`src/logic/rv_exec_cfg.svh`:
```
`ifndef RV_EXEC_CFG_SVH
`define RV_EXEC_CFG_SVH

// integer register and data path width
`define RV_XLEN 64

// architectural register count, x0 included
`define RV_NREGS 32

// raw instruction word
`define RV_INST_W 32

// first fetch address after reset
`define RV_RESET_PC 64'h8000_0000

`endif
```
`src/logic/rv_exec_pkg.sv`:
```
`include "rv_exec_cfg.svh"

package rv_exec_pkg;

    typedef logic [`RV_XLEN-1:0]           xlen_t;
    typedef logic [$clog2(`RV_NREGS)-1:0]  reg_idx_t;
    typedef logic [`RV_INST_W-1:0]         inst_t;

    // alu operations, PASS_B forwards operand b (lui)
    typedef enum logic [3:0] {
        ALU_ADD, ALU_SUB, ALU_SLL, ALU_SLT, ALU_SLTU, ALU_XOR,
        ALU_SRL, ALU_SRA, ALU_OR, ALU_AND, ALU_PASS_B
    } alu_op_e;

    // control flow kind, nine values
    typedef enum logic [3:0] {
        BR_NONE, BR_JAL, BR_JALR, BR_BEQ, BR_BNE,
        BR_BLT, BR_BGE, BR_BLTU, BR_BGEU
    } br_kind_e;

    // operand a source
    typedef enum logic [1:0] {OPA_ZERO, OPA_RS1, OPA_PC} opa_sel_e;

    // operand b source
    typedef enum logic [1:0] {OPB_ZERO, OPB_RS2, OPB_IMM} opb_sel_e;

    // decode to execute
    typedef struct packed {
        xlen_t    pc;
        xlen_t    op_a;
        xlen_t    op_b;
        xlen_t    imm;
        reg_idx_t rd;
        logic     wen;
        logic     word;
        alu_op_e  alu_op;
        br_kind_e br_kind;
    } decoded_t;

    // execute to result
    typedef struct packed {
        xlen_t    pc;
        xlen_t    value;
        reg_idx_t rd;
        logic     wen;
        xlen_t    next_pc;
    } exec_t;

    // retire record seen at the top level
    typedef struct packed {
        xlen_t    pc;
        xlen_t    next_pc;
        reg_idx_t rd;
        xlen_t    value;
        logic     wen;
    } retire_t;

endpackage

```
`src/logic/rv_regfile.sv`:
```
`timescale 1ns/1ps
`include "rv_exec_cfg.svh"

module rv_regfile (
    input  logic                 clk,
    input  logic                 rst_n,
    input  rv_exec_pkg::reg_idx_t rs1_addr,
    input  rv_exec_pkg::reg_idx_t rs2_addr,
    output rv_exec_pkg::xlen_t   rs1_data,
    output rv_exec_pkg::xlen_t   rs2_data,
    input  logic                 wr_en,
    input  rv_exec_pkg::reg_idx_t wr_addr,
    input  rv_exec_pkg::xlen_t   wr_data
);
    import rv_exec_pkg::*;

    // x0 stays zero since decode never asks for a write to it
    xlen_t regs [`RV_NREGS];

    // combinational read ports
    assign rs1_data = regs[rs1_addr];
    assign rs2_data = regs[rs2_addr];

    // single write port, whole array cleared on reset
    always_ff @(posedge clk or negedge rst_n) begin
        if (!rst_n) begin
            regs <= '{default: '0};
        end else if (wr_en) begin
            regs[wr_addr] <= wr_data;
        end
    end

endmodule

```
`config.mk`:
```
export PLATFORM = sky130hd
export DESIGN_NAME = rv_regfile
export DESIGN_NICKNAME = d
export VERILOG_FILES = /design/src/logic/rv_exec_pkg.sv /design/src/logic/rv_regfile.sv
export VERILOG_INCLUDE_DIRS = /design/src /design/src/logic
export SDC_FILE = /design/constraint.sdc
export NUM_CORES = 2
export LEC_CHECK = 0
export BUFFER_PORTS_ARGS = -buffer_cell sky130_fd_sc_hd__buf_4
export CORE_MARGIN = 3
export CORE_UTILIZATION = 50
export CTS_CLUSTER_DIAMETER = 80
export DETAILED_ROUTE_END_ITERATION = 10
export HOLD_SLACK_MARGIN = 0.05
export PLACE_DENSITY = 0.66
export SYNTH_ARGS = -nofsm -noshare
export SYNTH_HDL_FRONTEND = slang
export SYNTH_SLANG_ARGS = --single-unit
```
`constraint.sdc`:
```
create_clock -name clk -period 6.2 [get_ports clk]
set_input_delay 1.86 -clock clk [delete_from_list [all_inputs] [get_ports clk]]
set_output_delay 1.86 -clock clk [all_outputs]
set_load 0.05 [all_outputs]
```
[After elaboration in Yosys (flattened, before gate mapping)]
Cells that the tools add are included.
Cells by class
  $lt $le $gt $ge: 4
  multiplexer cells: 9
  bitwise operators: 3
  reduce and logical (&&, ||, !) cells: 1
Operators by type and width (number)
  2048-bit bitwise mux: 1
  64-bit binary-select mux with 5-bit select: 2
  64-bit demux with 5-bit select: 1
  64-bit two-way mux: 5
  6-bit greater-or-equal comparator (second input constant): 3
  5-bit NOT with 6-bit output: 3
  6-bit by 1-bit < comparator with 1-bit output (second input constant): 1
  1-bit logical AND: 1
Word-level totals
  bits in registers: 2048
  output and inout port bits: 128
  logic and storage cells: 49

[Logic depth before layout (Yosys ltp)]
  word-level depth: 6
  gate-level depth with buffers: 8

[Worst setup path after synthesis]
Ideal clock, no wire load.
  kind: input to output
  start: in rs2_addr[0]
  end: out rs2_data[60]
  arrival: 3740 ps
  setup slack: 600 ps
  cell stages on the path: 6
  buffers on the path: 3
  path through: buf_2 > buf_2 > buf_2 > mux4_2 > a22oi_1 > nand4_1
Between the ends
  longest elaborated chain between the ends: 4
Ends and longest elaborated chain
  from (decl): RTL line rv_regfile.sv:8  | input rv_exec_pkg::reg_idx_t rs2_addr,
  5-bit NOT with 6-bit output (implied by the code): RTL line rv_regfile.sv:22  | assign rs2_data = regs[rs2_addr];
  64-bit binary-select mux with 5-bit select: RTL line rv_regfile.sv:22
  64-bit two-way mux (implied by the code) (2 in a row): RTL line rv_regfile.sv:22
  to (decl): RTL line rv_regfile.sv:10  | output rv_exec_pkg::xlen_t rs2_data,
No other way between the ends. The select of a mux whose other input is x is not followed.

[Worst setup path in the final report]
  start: in rs1_addr[0]
  end: out rs1_data[22]
Between the ends
  longest elaborated chain between the ends: 4
Ends and longest elaborated chain
  from (decl): RTL line rv_regfile.sv:7  | input rv_exec_pkg::reg_idx_t rs1_addr,
  5-bit NOT with 6-bit output (implied by the code): RTL line rv_regfile.sv:21  | assign rs1_data = regs[rs1_addr];
  64-bit binary-select mux with 5-bit select: RTL line rv_regfile.sv:21
  64-bit two-way mux (implied by the code) (2 in a row): RTL line rv_regfile.sv:21
  to (decl): RTL line rv_regfile.sv:9  | output rv_exec_pkg::xlen_t rs1_data,
No other way between the ends. The select of a mux whose other input is x is not followed.

==> summary.log <==
qor: outcome.outcome finished, violations left
qor: outcome.failing_checks setup timing
qor: final_layout.final.fill_count 17137
qor: floorplanning.boundaryPins 210
qor: cts.numCtsBuffers 217
qor: power_and_ir_drop.power_consumption 39.9 mW
qor: detailed_routing.first_iter_violations 8382
qor: sta.timing.slew.headroom 14.4%
qor: cts.cts.reportedPaths.clkPinSlew 0.06 ns
qor: global_route.grt_max_degree 145
qor: cts.cts-resized-gates 0
qor: yosys.synth_cell_types 40
qor: setup_path.cp_cell_sequence buf_8, nor2b_2, buf_4, a22oi_1, nand3_1, nand4_1, buf_4
qor: setup_path.worst_path_dominant_cell_family simple AND/OR/NAND/NOR gates
qor: floorplanning.std_cell_rows 170
qor: final_layout.layout.nets 7801
qor: sta.layout_worst_path_cycle_share 100%
qor: yosys.post_synth_inst_count 7705
qor: cts.post_cts_buffers 0
qor: power_and_ir_drop.pwr-share-comb 21.6%
qor: detailed_routing.drt_wl_cell 36.5 um
qor: min_path.hold_path_class flip-flop to flip-flop
qor: floorplanning.chipHeight 472 um
qor: detailed_routing.dr.pass1.iters 6
qor: sta.setup_viol_count_final 1
qor: sta.max_freq 0.161 GHz
qor: setup_path.critical_path.slowest_cell sky130_fd_sc_hd__nor2b_2
qor: setup_path.critPathRequiredTime 4.34 ns
qor: detailed_routing.ant_nets 0
qor: sta.sum_of_negative_setup_slack -0.0170 ns
qor: floorplanning.initial_utilization 50.4%
qor: cts.cts_root_buffer sky130_fd_sc_hd__clkbuf_16
qor: sta.final_critical_path_setup_slack -0.0170 ns
qor: power_and_ir_drop.power_frac_clock 33.4%
qor: sta.report.final.slew_viol_count 0
qor: power_and_ir_drop.leakage 54.9 nW
qor: final_layout.largest-register regs
qor: cts.cts.path.max_buffers 3
qor: yosys.ys.flop_type sky130_fd_sc_hd__dfrtp_1
qor: yosys.syn-cell-area 0.109 mm^2
qor: setup_path.worstPathArrival 4.36 ns
qor: setup_path.ws_path_type input pin to primary output
qor: floorplanning.core_area 0.215 mm^2
qor: final_layout.postLayoutCoreUtil 56.9%
qor: floorplanning.die_area 0.223 mm^2
qor: sta.max_slew.worst_pin.slew 1.28 ns
qor: setup_path.worst_r2r_path_depth 1
qor: cts.clock_sink_count 2048
qor: sta.hold_viol_final 0
qor: final_layout.largest_registers regs: 2048 flops
qor: cts.tritoncts_clock_tree yes
qor: setup_path.timing.critical_path.mode_cell sky130_fd_sc_hd__buf_4
qor: final_layout.area_added_between_synthesis_and_finish 12.9%
qor: yosys.synth-seq-cells 2048
qor: global_route.antenna_found_initial 24
qor: sta.clock_tree_skew_after_final_layout 0 ns
qor: setup_path.cp_slowest_stage_delay 0.61 ns
qor: power_and_ir_drop.p_int 28.2 mW
qor: final_layout.largest_reg_flops 2048
qor: place.pre_cts_slack 0.150 ns
qor: power_and_ir_drop.pwr_density_cell 326 mW/mm^2
qor: sta.rsz_0062_raised_after_global_routing no
qor: min_path.min_delay_path_depth 1
qor: yosys.synth_enable_flop_cells 0
qor: detailed_routing.via_count 75080
qor: detailed_routing.avgViaCountPerCell 6.98
qor: run.cap_viol_max_count 0
qor: yosys.synth-seq-area-share 47.2%
qor: setup_path.worstSetupStartpointType input pin
qor: cts.cts_hold_repair.buffers 0
qor: sta.period_needed 6.22 ns
qor: global_route.first_global_vias 76991
qor: cts.h_tree_level_count 4
qor: floorplanning.dieWidth 472 um
qor: place.place.port_buffers 209
qor: detailed_routing.drcViolationCount 0
qor: setup_path.critical_path.n_buffers_inverters 3
qor: sta.holdWs 0.509 ns
qor: global_route.first_pass_grt_wire_length 563000 um
qor: global_route.globalRouteOverflowTotal 0
qor: setup_path.crit_path_end_kind primary output
qor: setup_path.crit_fanout 27
qor: global_route.grt_usage 34.9%
qor: final_layout.layout-drive-gt1-share 45.4%
qor: power_and_ir_drop.netSwitchingPower 11.7 mW
qor: cts.clk_latency 0.87 ns
qor: power_and_ir_drop.power.share.switching 29.3%
qor: power_and_ir_drop.share_seq_of_total_power 45.1%
qor: yosys.synthesis.nets 7787
qor: yosys.syn_avg_cell_area 14.1 um^2
qor: setup_path.path_depth 7
qor: place.gp_congestion 0.877
qor: yosys.asyncSetResetFlopFracSynth 100%
qor: detailed_routing.drt_wl_total 392000 um
qor: place.dpl.hpwl 229000 um
qor: yosys.yosys_warnings 0
qor: power_and_ir_drop.peakVddDrop 280 uV
-- cell type report --
cell class,instances,area (um^2),share of cell area (%)
multi-input cells,4849,54000,44.0
inverters,1,3.75,0.00306
flip-flops and latches,2048,51200,41.8
repair buffers,602,6480,5.29
clock inverters,71,846,0.690
well taps,2838,3550,2.90
clock buffers,328,6410,5.23
diodes,20,50.0,0.0408
-- Yosys cell counts (all sizes together) (3+ instances only) --
cell type,number,area (um^2)
nand4,110,688
nor2,34,248
a31oi,24,150
nand2,100,375
and2,11,68.8
a22oi,636,4770
mux2,2049,23100
a32oi,4,35.0
dfrtp,2048,51200
nor2b,26,163
nor3b,8,95.1
a21oi,78,390
nor3,4,25.0
and3,5,31.3
a22o,23,201
buf,460,2520
or2,4,25.0
nand3b,5,48.8
and3b,3,26.3
mux4,558,12600
nand3,230,1160
mux2i,933,9340
clkbuf,347,1300
-- kinds of logic after synthesis --
family,synth area share (%)
AND/OR/NAND/NOR,2.74
multiplexers,41.4
buffers and inverters,3.53
flip-flops,47.2
AO/OA/AOI/OAI,5.11
-- power groups by stage --
stage	Sequential [mW]	Clock, mW	Combinational, mW
6_report	18.0	13.3	8.61
5_1_grt	18.3	14.1	9.16
4_1_cts	17.9	13.5	8.58
3_5_place_dp	18.1	0	8.55
3_3_place_gp	17.9	0	8.33
2_1_floorplan	17.5	0	6.35
-- placed cells by master, fill, tap and decap left out, types with 4 or more instances in the layout --
cell type / Yosys / routed
sky130_fd_sc_hd__nand3_1: 229 / 229
sky130_fd_sc_hd__mux2_2: 1985 / 1985
sky130_fd_sc_hd__nand2_4: 0 / 16
sky130_fd_sc_hd__mux4_2: 558 / 558
sky130_fd_sc_hd__nor2_8: 4 / 4
sky130_fd_sc_hd__and2_2: 0 / 4
sky130_fd_sc_hd__a22oi_1: 636 / 636
sky130_fd_sc_hd__clkbuf_16: 0 / 219
sky130_fd_sc_hd__clkinv_8: 0 / 4
sky130_fd_sc_hd__mux2_1: 64 / 64
sky130_fd_sc_hd__nand2_1: 100 / 84
sky130_fd_sc_hd__diode_2: 0 / 20
sky130_fd_sc_hd__buf_8: 0 / 5
sky130_fd_sc_hd__nor2b_4: 0 / 17
sky130_fd_sc_hd__buf_12: 0 / 152
sky130_fd_sc_hd__and2_1: 11 / 5
sky130_fd_sc_hd__a21oi_1: 78 / 78
sky130_fd_sc_hd__clkinvlp_4: 0 / 7
sky130_fd_sc_hd__a32oi_1: 4 / 4
sky130_fd_sc_hd__nor3b_2: 7 / 5
sky130_fd_sc_hd__nand4_1: 110 / 110
sky130_fd_sc_hd__nor2_4: 4 / 26
sky130_fd_sc_hd__clkbuf_8: 0 / 53
sky130_fd_sc_hd__inv_6: 0 / 8
sky130_fd_sc_hd__a31oi_1: 24 / 24
sky130_fd_sc_hd__clkbuf_1: 347 / 57
sky130_fd_sc_hd__buf_4: 54 / 443
sky130_fd_sc_hd__clkinv_2: 0 / 34
sky130_fd_sc_hd__a22o_1: 23 / 23
sky130_fd_sc_hd__nor2b_1: 26 / 6
sky130_fd_sc_hd__mux2i_1: 933 / 933
sky130_fd_sc_hd__dfrtp_1: 2048 / 2048
sky130_fd_sc_hd__bufinv_16: 0 / 13
-- through the flow --
step	cells	area (um^2)
floorplan	7705	109000
global placement	10338	115000
detailed placement	10338	115000
CTS	10737	123000
global route	10743	123000
finish	10757	123000
-- metal layers --
layer  up-vias  part of all wire (%)  global-route usage, %
met5         -                 0.041                      0
met4        22                   6.1                   18.9
met3      1129                   9.2                   8.49
met2      4042                    46                   53.7
met1     40262                    39                   45.7
li1      29625                     -                      -
-- worst paths after layout --
| kind | start | end | slack [ns] |
|---|---|---|---|
| worst max-delay path | rs1_addr[0] | rs1_data[22] | -0.02 |
| worst min-delay path | regs[1277] | regs[1277] | 0.51 |
| worst max register to register | regs[1475] | regs[1475] | 5.36 |
| worst min register to register | regs[1277] | regs[1277] | 0.51 |
| max in group asynchronous | rst_n | regs[588] | 3.61 |
| min in group asynchronous | rst_n | regs[1785] | 0.93 |
(Power assumes the default switching activity.)
