--- src/logic/rv_exec_cfg.svh ---
`ifndef RV_EXEC_CFG_SVH
`define RV_EXEC_CFG_SVH

// integer register and data path width
`define RV_XLEN 64

// architectural register count, x0 included
`define RV_NREGS 32

// raw instruction word
`define RV_INST_W 32

// first fetch address after reset
`define RV_RESET_PC 64'h8000_0000

`endif
--- src/logic/rv_exec_pkg.sv ---
`include "rv_exec_cfg.svh"

package rv_exec_pkg;

    typedef logic [`RV_XLEN-1:0]           xlen_t;
    typedef logic [$clog2(`RV_NREGS)-1:0]  reg_idx_t;
    typedef logic [`RV_INST_W-1:0]         inst_t;

    // alu operations, PASS_B forwards operand b (lui)
    typedef enum logic [3:0] {
        ALU_ADD, ALU_SUB, ALU_SLL, ALU_SLT, ALU_SLTU, ALU_XOR,
        ALU_SRL, ALU_SRA, ALU_OR, ALU_AND, ALU_PASS_B
    } alu_op_e;

    // control flow kind, nine values
    typedef enum logic [3:0] {
        BR_NONE, BR_JAL, BR_JALR, BR_BEQ, BR_BNE,
        BR_BLT, BR_BGE, BR_BLTU, BR_BGEU
    } br_kind_e;

    // operand a source
    typedef enum logic [1:0] {OPA_ZERO, OPA_RS1, OPA_PC} opa_sel_e;

    // operand b source
    typedef enum logic [1:0] {OPB_ZERO, OPB_RS2, OPB_IMM} opb_sel_e;

    // decode to execute
    typedef struct packed {
        xlen_t    pc;
        xlen_t    op_a;
        xlen_t    op_b;
        xlen_t    imm;
        reg_idx_t rd;
        logic     wen;
        logic     word;
        alu_op_e  alu_op;
        br_kind_e br_kind;
    } decoded_t;

    // execute to result
    typedef struct packed {
        xlen_t    pc;
        xlen_t    value;
        reg_idx_t rd;
        logic     wen;
        xlen_t    next_pc;
    } exec_t;

    // retire record seen at the top level
    typedef struct packed {
        xlen_t    pc;
        xlen_t    next_pc;
        reg_idx_t rd;
        xlen_t    value;
        logic     wen;
    } retire_t;

endpackage

--- src/logic/rv_result.sv ---
`timescale 1ns/1ps
`include "rv_exec_cfg.svh"

module rv_result (
    input  logic                  clk,
    input  logic                  rst_n,
    input  logic                  ex_valid,
    input  rv_exec_pkg::exec_t    ex,
    input  logic                  inst_req,
    output logic                  wr_en,
    output rv_exec_pkg::reg_idx_t wr_addr,
    output rv_exec_pkg::xlen_t    wr_data,
    output rv_exec_pkg::xlen_t    pc,
    output logic                  inst_ack,
    output rv_exec_pkg::retire_t  retire
);

    // write strobe lasts exactly the ex_valid cycle
    // regfile commits at the same edge that raises ack
    assign wr_en   = ex_valid & ex.wen;
    assign wr_addr = ex.rd;
    assign wr_data = ex.value;

    always_ff @(posedge clk or negedge rst_n) begin
        if (!rst_n) begin
            pc       <= `RV_RESET_PC;
            inst_ack <= 1'b0;
            retire   <= '0;
        end else begin
            if (ex_valid) begin
                pc             <= ex.next_pc;
                retire.pc      <= ex.pc;
                retire.next_pc <= ex.next_pc;
                retire.rd      <= ex.rd;
                retire.value   <= ex.value;
                retire.wen     <= ex.wen;
                // instruction done, close the first half of the handshake
                inst_ack       <= 1'b1;
            end else if (!inst_req) begin
                // req dropped, release ack
                inst_ack <= 1'b0;
            end
        end
    end

endmodule

--- config.mk ---
export PLATFORM = sky130hd
export DESIGN_NAME = rv_result
export DESIGN_NICKNAME = d
export VERILOG_FILES = /design/src/logic/rv_exec_pkg.sv /design/src/logic/rv_result.sv
export VERILOG_INCLUDE_DIRS = /design/src /design/src/logic
export SDC_FILE = /design/constraint.sdc
export NUM_CORES = 1
export LEC_CHECK = 0
export ABC_AREA = 1
export BUFFER_PORTS_ARGS = -buffer_cell sky130_fd_sc_hd__buf_2
export CORE_AREA = 8 8 203 205
export DETAILED_ROUTE_END_ITERATION = 10
export DIE_AREA = 0 0 211 213
export SYNTH_ARGS = -nofsm -noshare
export SYNTH_HDL_FRONTEND = slang
export SYNTH_SLANG_ARGS = --single-unit
--- constraint.sdc ---
create_clock -name clk -period 0.8 [get_ports clk]
set_input_delay 0.04 -clock clk [delete_from_list [all_inputs] [get_ports clk]]
set_output_delay 0.04 -clock clk [all_outputs]
set_load 0.03 [all_outputs]
== Word-level counts from Yosys, hierarchy flattened ==
Cells that the tools add are included.

* Multiplexer cells: 2
* Bitwise operators: 1
* Equal/unequal tests: 1

{| class="wikitable"
|+ Operator list
! kind !! count
|-
| two-way mux 1 bit || 2
|-
| inequality test 2 bit, second input constant || 1
|-
| AND 1 bit || 1
|}

* Word-level logic and storage cells: 11
* Input bits: 202
* Register bits: 263
* Output and inout port bits: 333

== Logic depth before layout (Yosys ltp) ==
Gate-level depths: netlist of the first run.

* Depth in word-level cells: 2
* Gate-level depth with buffers: 6

== Worst setup path after synthesis of the first run ==
OpenSTA, ideal clock, no wires.

* Path kind: flip-flop to flip-flop
* From: reg pc[31] (netlist name)
* To: reg pc[31]
* Path buffers: 0
* Period minus slack after synthesis: 0.777 ns
* Cell stages (with the launch flop): 3
* Slack: 0.023 ns
* Data arrival time: 0.716 ns
* Cells stage by stage: dfstp_2 -> nand2_1 -> nand2_1

{| class="wikitable"
|+ RTL lines
! what !! RTL line !! RTL
|-
| to (signal assigned) || rv_result.sv:26 || <nowiki>pc <= `RV_RESET_PC;</nowiki>
|-
| to (signal assigned) || rv_result.sv:31 || <nowiki>pc <= ex.next_pc;</nowiki>
|-
| to (decl) || rv_result.sv:13 || <nowiki>output rv_exec_pkg::xlen_t pc,</nowiki>
|}

== Worst setup path in the final report of the first run ==
* From: reg pc[31]
* To: out pc[31]

No word-level cell between the ends.

==> reports/results.ini, run 1 <==
[outcome]
status = finished, violations left
failed_checks = negative setup slack

[clock_network]
clock_latency_ns = 0.46
htree_num_levels = 4
numClockSinks = 200
clkSlewWorstSetupHoldPaths_ns = 0.08
root_buffer = clkbuf_16
cts_max_path_buffers = 2
cts_tree = built
cts_buffers = 17

[grt]
antenna_found_initial = 1
grt_pass1_vias = 9592
pin_count_of_the_biggest_net_entering_global_routing = 42
globalRouteOverflowTotal = 0
grt_first_pass_wirelength_um = 56200
grt.total_usage = 0.163

[timing]
finalClockSkew_ns = 0
fmax_ghz = 0.841
slew-limit-headroom = 0.771
period_needed_ns = 1.19
worst-slew-pin-transition_ns = 0.343
setup_viol = 279
timing.final.max_slew_violations = 0
post-route-period-util = 1.49
fin_worst_hold_slack_ns = 0.0234
hold_viol = 0
setup_repair_after_global_routing_missed_its_margin = yes
final.setup.worst_slack_ns = -0.389

[floorplan]
die_height_um = 213
total_die_area_um2 = 44900
die-width_um = 211
core-area_um2 = 38100
floorplan.io_pins = 535
initial_utilization = 0.226
core.rowCount = 72

[synthesis]
synth_seq_cells = 200
synth_seq_area_share = 0.581
synth_fp_nets = 1178
cell_area_synth_um2 = 8610
synth.yosys.warnings = 0
synthesized_area_per_cell_um2 = 8.82
ys_top_cells_by_area = dfrtp_1 (58%), nand2_1 (26%), buf_4 (12%)
syn_inst = 976
synthDominantAreaCellType = dfrtp_1
synth_cell_types = 9
area_fraction_of_the_dominant_cell_type_after_synthesis = 0.578

[route]
routed_wirelength_um = 39900
drc_violations = 0
drtIter0Drc = 744
vias_per_std_cell = 4.16
ant_nets = 0
drt_pass1_iterations = 5
route.detailed.wl_per_inst_um = 17.8
vias = 9316

[setup_path]
max_incr_delay_on_cp_ns = 0.56
worst_ep_arrival_time_ns = 1.15
critPathKind = reg2out
crit_buf_inv = 1
critical_path.top_delay_family = flip-flops
timing.critical_path.slowest_stage_cell = dfstp_2
cp-start-kind = flop
critical_path_required_ns = 0.76
cp-end-kind = primary output
worstPathMaxFanout = 2
cp_cell_sequence = buf_6

[hold_path]
worstHoldPathType = in2reg

[final_layout]
area_growth_syn_to_layout_pct = 89.1
layout.cell_area.non_filler_um2 = 16300
finish.utilization = 0.427
ant_diodes = 0
final_net_count = 1909
share_of_layout_cells_above_drive_strength_1 = 0.435

[power_and_ir_drop]
power_per_cell_area_nw_per_um2 = 1870
power.ir.vdd_worst_mv = 1.52
total_leakage_power_nw = 8.79

[placement]
gpl.final_weighted_congestion = 0.864
placement.io_buffers = 534
hpwlAfterDp_um = 25900
placement.cell_area_um2 = 11300

[job]
max_cap_violations = 0

flip-flops by register name, summed over array words and instances (netlist names):
| name | count |
|---|---|
| retire | 136 |
| inst_ack | 1 |
| pc | 63 |
area by class of cell:
type	count	area, um^2
Multi-Input combinational cell	598	2300
Timing Repair Buffer	888	7730
Clock inverter	15	140
Clock buffer	17	425
Fill cell	3417	21800
Tap cell	518	648
Sequential cell	200	5020
Inverter	2	12.5
kinds of logic (layout without fill, tap and decap cells):
family                 after synthesis  in the layout  synth area share
buffers and inverters              178            922             0.158
flip-flops                         200            200             0.581
AND/OR/NAND/NOR                    598            598             0.261
cells in the mapped netlist:
master    count
nand2_1     598
dfrtp_1     199
buf_4       137
buf_6        22
buf_2        10
clkbuf_1      7
dfstp_2       1
inv_1         1
inv_2         1
report_power, final:
group / internal, mW / switching [mW]
clock: 4.36 / 4.17
sequential: 11.0 / 0.935
combinational: 4.52 / 5.41
total: 19.9 / 10.5
through the flow:
stage / total power, mW / std cells / worst slack [ns] / setup TNS (ns)
2_1_floorplan: 16.3 / 976 / 0.0233 / 0
3_3_place_gp: 18.7 / 1915 / -0.0136 / -0.0136
3_5_place_dp: 18.7 / 1915 / 0.0143 / 0
4_1_cts: 30.1 / 2185 / -0.436 / -80.97
5_1_grt: 31.7 / 2238 / -0.445 / -86.85
6_report: 30.4 / 2238 / -0.389 / -70.63
cell usage in the layout (no fill, tap or decap):
cell type / netlist / layout
inv_1: 1 / 1
inv_8: 0 / 1
buf_4: 137 / 121
buf_2: 10 / 269
clkinv_4: 0 / 1
clkbuf_16: 0 / 17
dfstp_2: 1 / 1
dlygate4sd3_1: 0 / 204
nand2_4: 0 / 2
clkbuf_8: 0 / 1
bufinv_16: 0 / 1
buf_6: 22 / 279
buf_12: 0 / 14
nand2_2: 0 / 17
inv_6: 0 / 7
nand2_1: 598 / 579
dfrtp_2: 0 / 11
dfrtp_1: 199 / 188
clkinvlp_4: 0 / 3
clkinv_2: 0 / 3
tightest hold or removal path: stages:
cell and delay (ns):
buf_6 0.12, buf_12 0.15, nand2_1 0.06, nand2_1 0.05
timing repair:
action,CTS,global route
hold buffers,204,1
endpoints found under the setup margin,263,284
hold endpoints to repair,399,1
resized for setup,527,44
setup buffers,34,58
pin swaps,0,13
metal layers:
metal	track usage	vias to the layer above	wire [um]
met1	0.171	4466	14600
li1	-	4241	-
met5	0	-	8
met3	0.0611	76	3670
met2	0.290	531	20300
met4	0.0671	2	1300
worst paths after layout:
kind                            startpoint  cells past startpoint  slack (ns)     endpoint
worst max-delay path                pc[31]                      1       -0.39       pc[31]
worst min-delay path              ex_valid                      4        0.02  retire[142]
worst max register to register    inst_ack                      4       -0.11     inst_ack
worst min register to register  retire[58]                      2        0.50   retire[58]
max in group asynchronous            rst_n                      3        0.17       pc[31]
min in group asynchronous            rst_n                      2        0.06   retire[41]
Power figures use the tool's default switching activity.
==> inputs of run 2 (changes only) <==
Settings changed: SETUP_SLACK_MARGIN set to 0.2.
==> reports/results.ini, run 2 (synthesis gave the netlist of run 1 again) <==
[setup_path]
max_incr_delay_on_cp_ns = 0.54
regToRegSetupSlack_ns = -0.14
critical_path_required_ns = 0.76
timing.rr.start = retire[143]
reg2regPathDepth = 5
capturing_point_of_the_worst_reg2reg_path = retire[143]
worst_ep_arrival_time_ns = 1.12
timing.critical_path.slowest_stage_cell = dfstp_2
cp-end-kind = primary output
critical_path.top_delay_family = flip-flops
cp-start-kind = flop
critPathLaunch = pc[31]
worstPathMaxFanout = 2
critPathKind = reg2out
cp_cell_sequence = buf_6
crit_buf_inv = 1

[route]
routed_wirelength_um = 37900
drtIter0Drc = 451
drc_violations = 0
vias_per_std_cell = 4.16
drt_pass1_iterations = 5
route.detailed.wl_per_inst_um = 17.3
ant_nets = 0
vias = 9108

[power_and_ir_drop]
total_leakage_power_nw = 8.42
comb_power_share = 0.317
clock_network_fraction_of_total_power = 0.285
power.ir.vdd_worst_mv = 1.45
power_per_cell_area_nw_per_um2 = 1860
net-switching-power_mw = 10.3
power.share.switching = 0.335
report.power.total_mw = 30.6
seq_power_share = 0.397
cell_internal_pwr_mw = 20.3

[outcome]
failed_checks = negative hold slack, negative setup slack
status = finished, violations left

[job]
max_cap_violations = 0

[timing]
setup_repair_after_global_routing_missed_its_margin = yes
final.setup.worst_slack_ns = -0.357
hold_viol = 1
timing.final.max_slew_violations = 0
fin_worst_hold_slack_ns = -0.0517
post-route-period-util = 1.45
finalClockSkew_ns = 0
setup_viol = 457
worst-slew-pin-transition_ns = 0.733
fmax_ghz = 0.864
period_needed_ns = 1.16
timing.setup.tns_ns = -95.95
slew-limit-headroom = 0.510

[final_layout]
fillCellCount = 3403
largest_reg_flops = 136
reg.largest.list = retire: 136 flops, pc: 63 flops, inst_ack: 1 flops
final_net_count = 1858
share_of_layout_cells_above_drive_strength_1 = 0.572
final-instance-count-excl-fill = 2188
area_growth_syn_to_layout_pct = 91.0
layout.cells.most_common = nand2_1
layout.cell_area.non_filler_um2 = 16500
finish.utilization = 0.432
final_cell_mix = nand2_1 (512), buf_6 (301), buf_2 (268)
largest_register = retire

[floorplan]
floorplan.io_pins = 535
total_die_area_um2 = 44900
core-area_um2 = 38100
core.rowCount = 72
die-width_um = 211
initial_utilization = 0.226
die_height_um = 213

[grt]
grt_pass1_vias = 9756
antenna_found_initial = 2
pin_count_of_the_biggest_net_entering_global_routing = 55
globalRouteOverflowTotal = 0
grt_first_pass_wirelength_um = 54700
grt.total_usage = 0.156

[placement]
placement.setup.worst_slack_ns = -0.0242
placement.io_buffers = 534
placement.cell_area_um2 = 11500
gpl.final_weighted_congestion = 0.843
numPlacedInstances = 1916
hpwlAfterDp_um = 25300

[clock_network]
clkSlewWorstSetupHoldPaths_ns = 0.07
cts_buffers = 17
cts_tree = built
root_buffer = clkbuf_16
htree_num_levels = 4
numClockSinks = 200
clock_latency_ns = 0.44
cts_max_path_buffers = 2

[hold_path]
worstHoldStart = ex[64]
worstHoldPathType = in2reg
worst_hold_path.endpoint = retire[0]
hold_depth = 4

==> run 2: worst max-delay path by stage <==
stage,to,slack (ns),cells after the start
4_1_cts,pc[31],-0.40,1
6_report,pc[31],-0.36,1
3_3_place_gp,pc[40],-0.01,5
2_1_floorplan,pc[31],0.02,2
5_1_grt,pc[31],-0.41,1
3_5_place_dp,pc[43],-0.02,5
==> run 2: layout make-up <==
type	count	area, um^2	area share
inverter	2	12.5	0.000761
clock buffer	21	460	0.0280
antenna	1	2.50	0.000152
clock inverter	11	123	0.00745
timing repair buffer	837	7460	0.453
tap	518	648	0.0394
multi-input combinational	598	2490	0.151
sequential	200	5260	0.319
==> run 2: power by group through the flow <==
stage	Clock (mW)	Combinational (mW)	Sequential, mW
3_5_place_dp	0	6.91	12.0
6_report	8.73	9.71	12.2
5_1_grt	9.35	10.2	12.3
3_3_place_gp	0	6.86	11.9
4_1_cts	9.04	9.27	12.1
2_1_floorplan	0	2.98	13.8
==> run 2: timing repair <==
action,in CTS,in global routing
hold endpoints to repair,400,201
hold buffers,199,1
endpoints found under the setup margin,453,663
buffers inserted,20,19
resized for setup,544,111
cloned,1,0
pin swaps,3,18
==> run 2: routing by layer <==
layer / share of wire / GRT usage / wire length [um]
met1: 0.38 / 0.167 / 14400
met2: 0.50 / 0.270 / 18800
met3: 0.090 / 0.0599 / 3400
met4: 0.033 / 0.0707 / 1270
met5: 0.00034 / 0 / 13
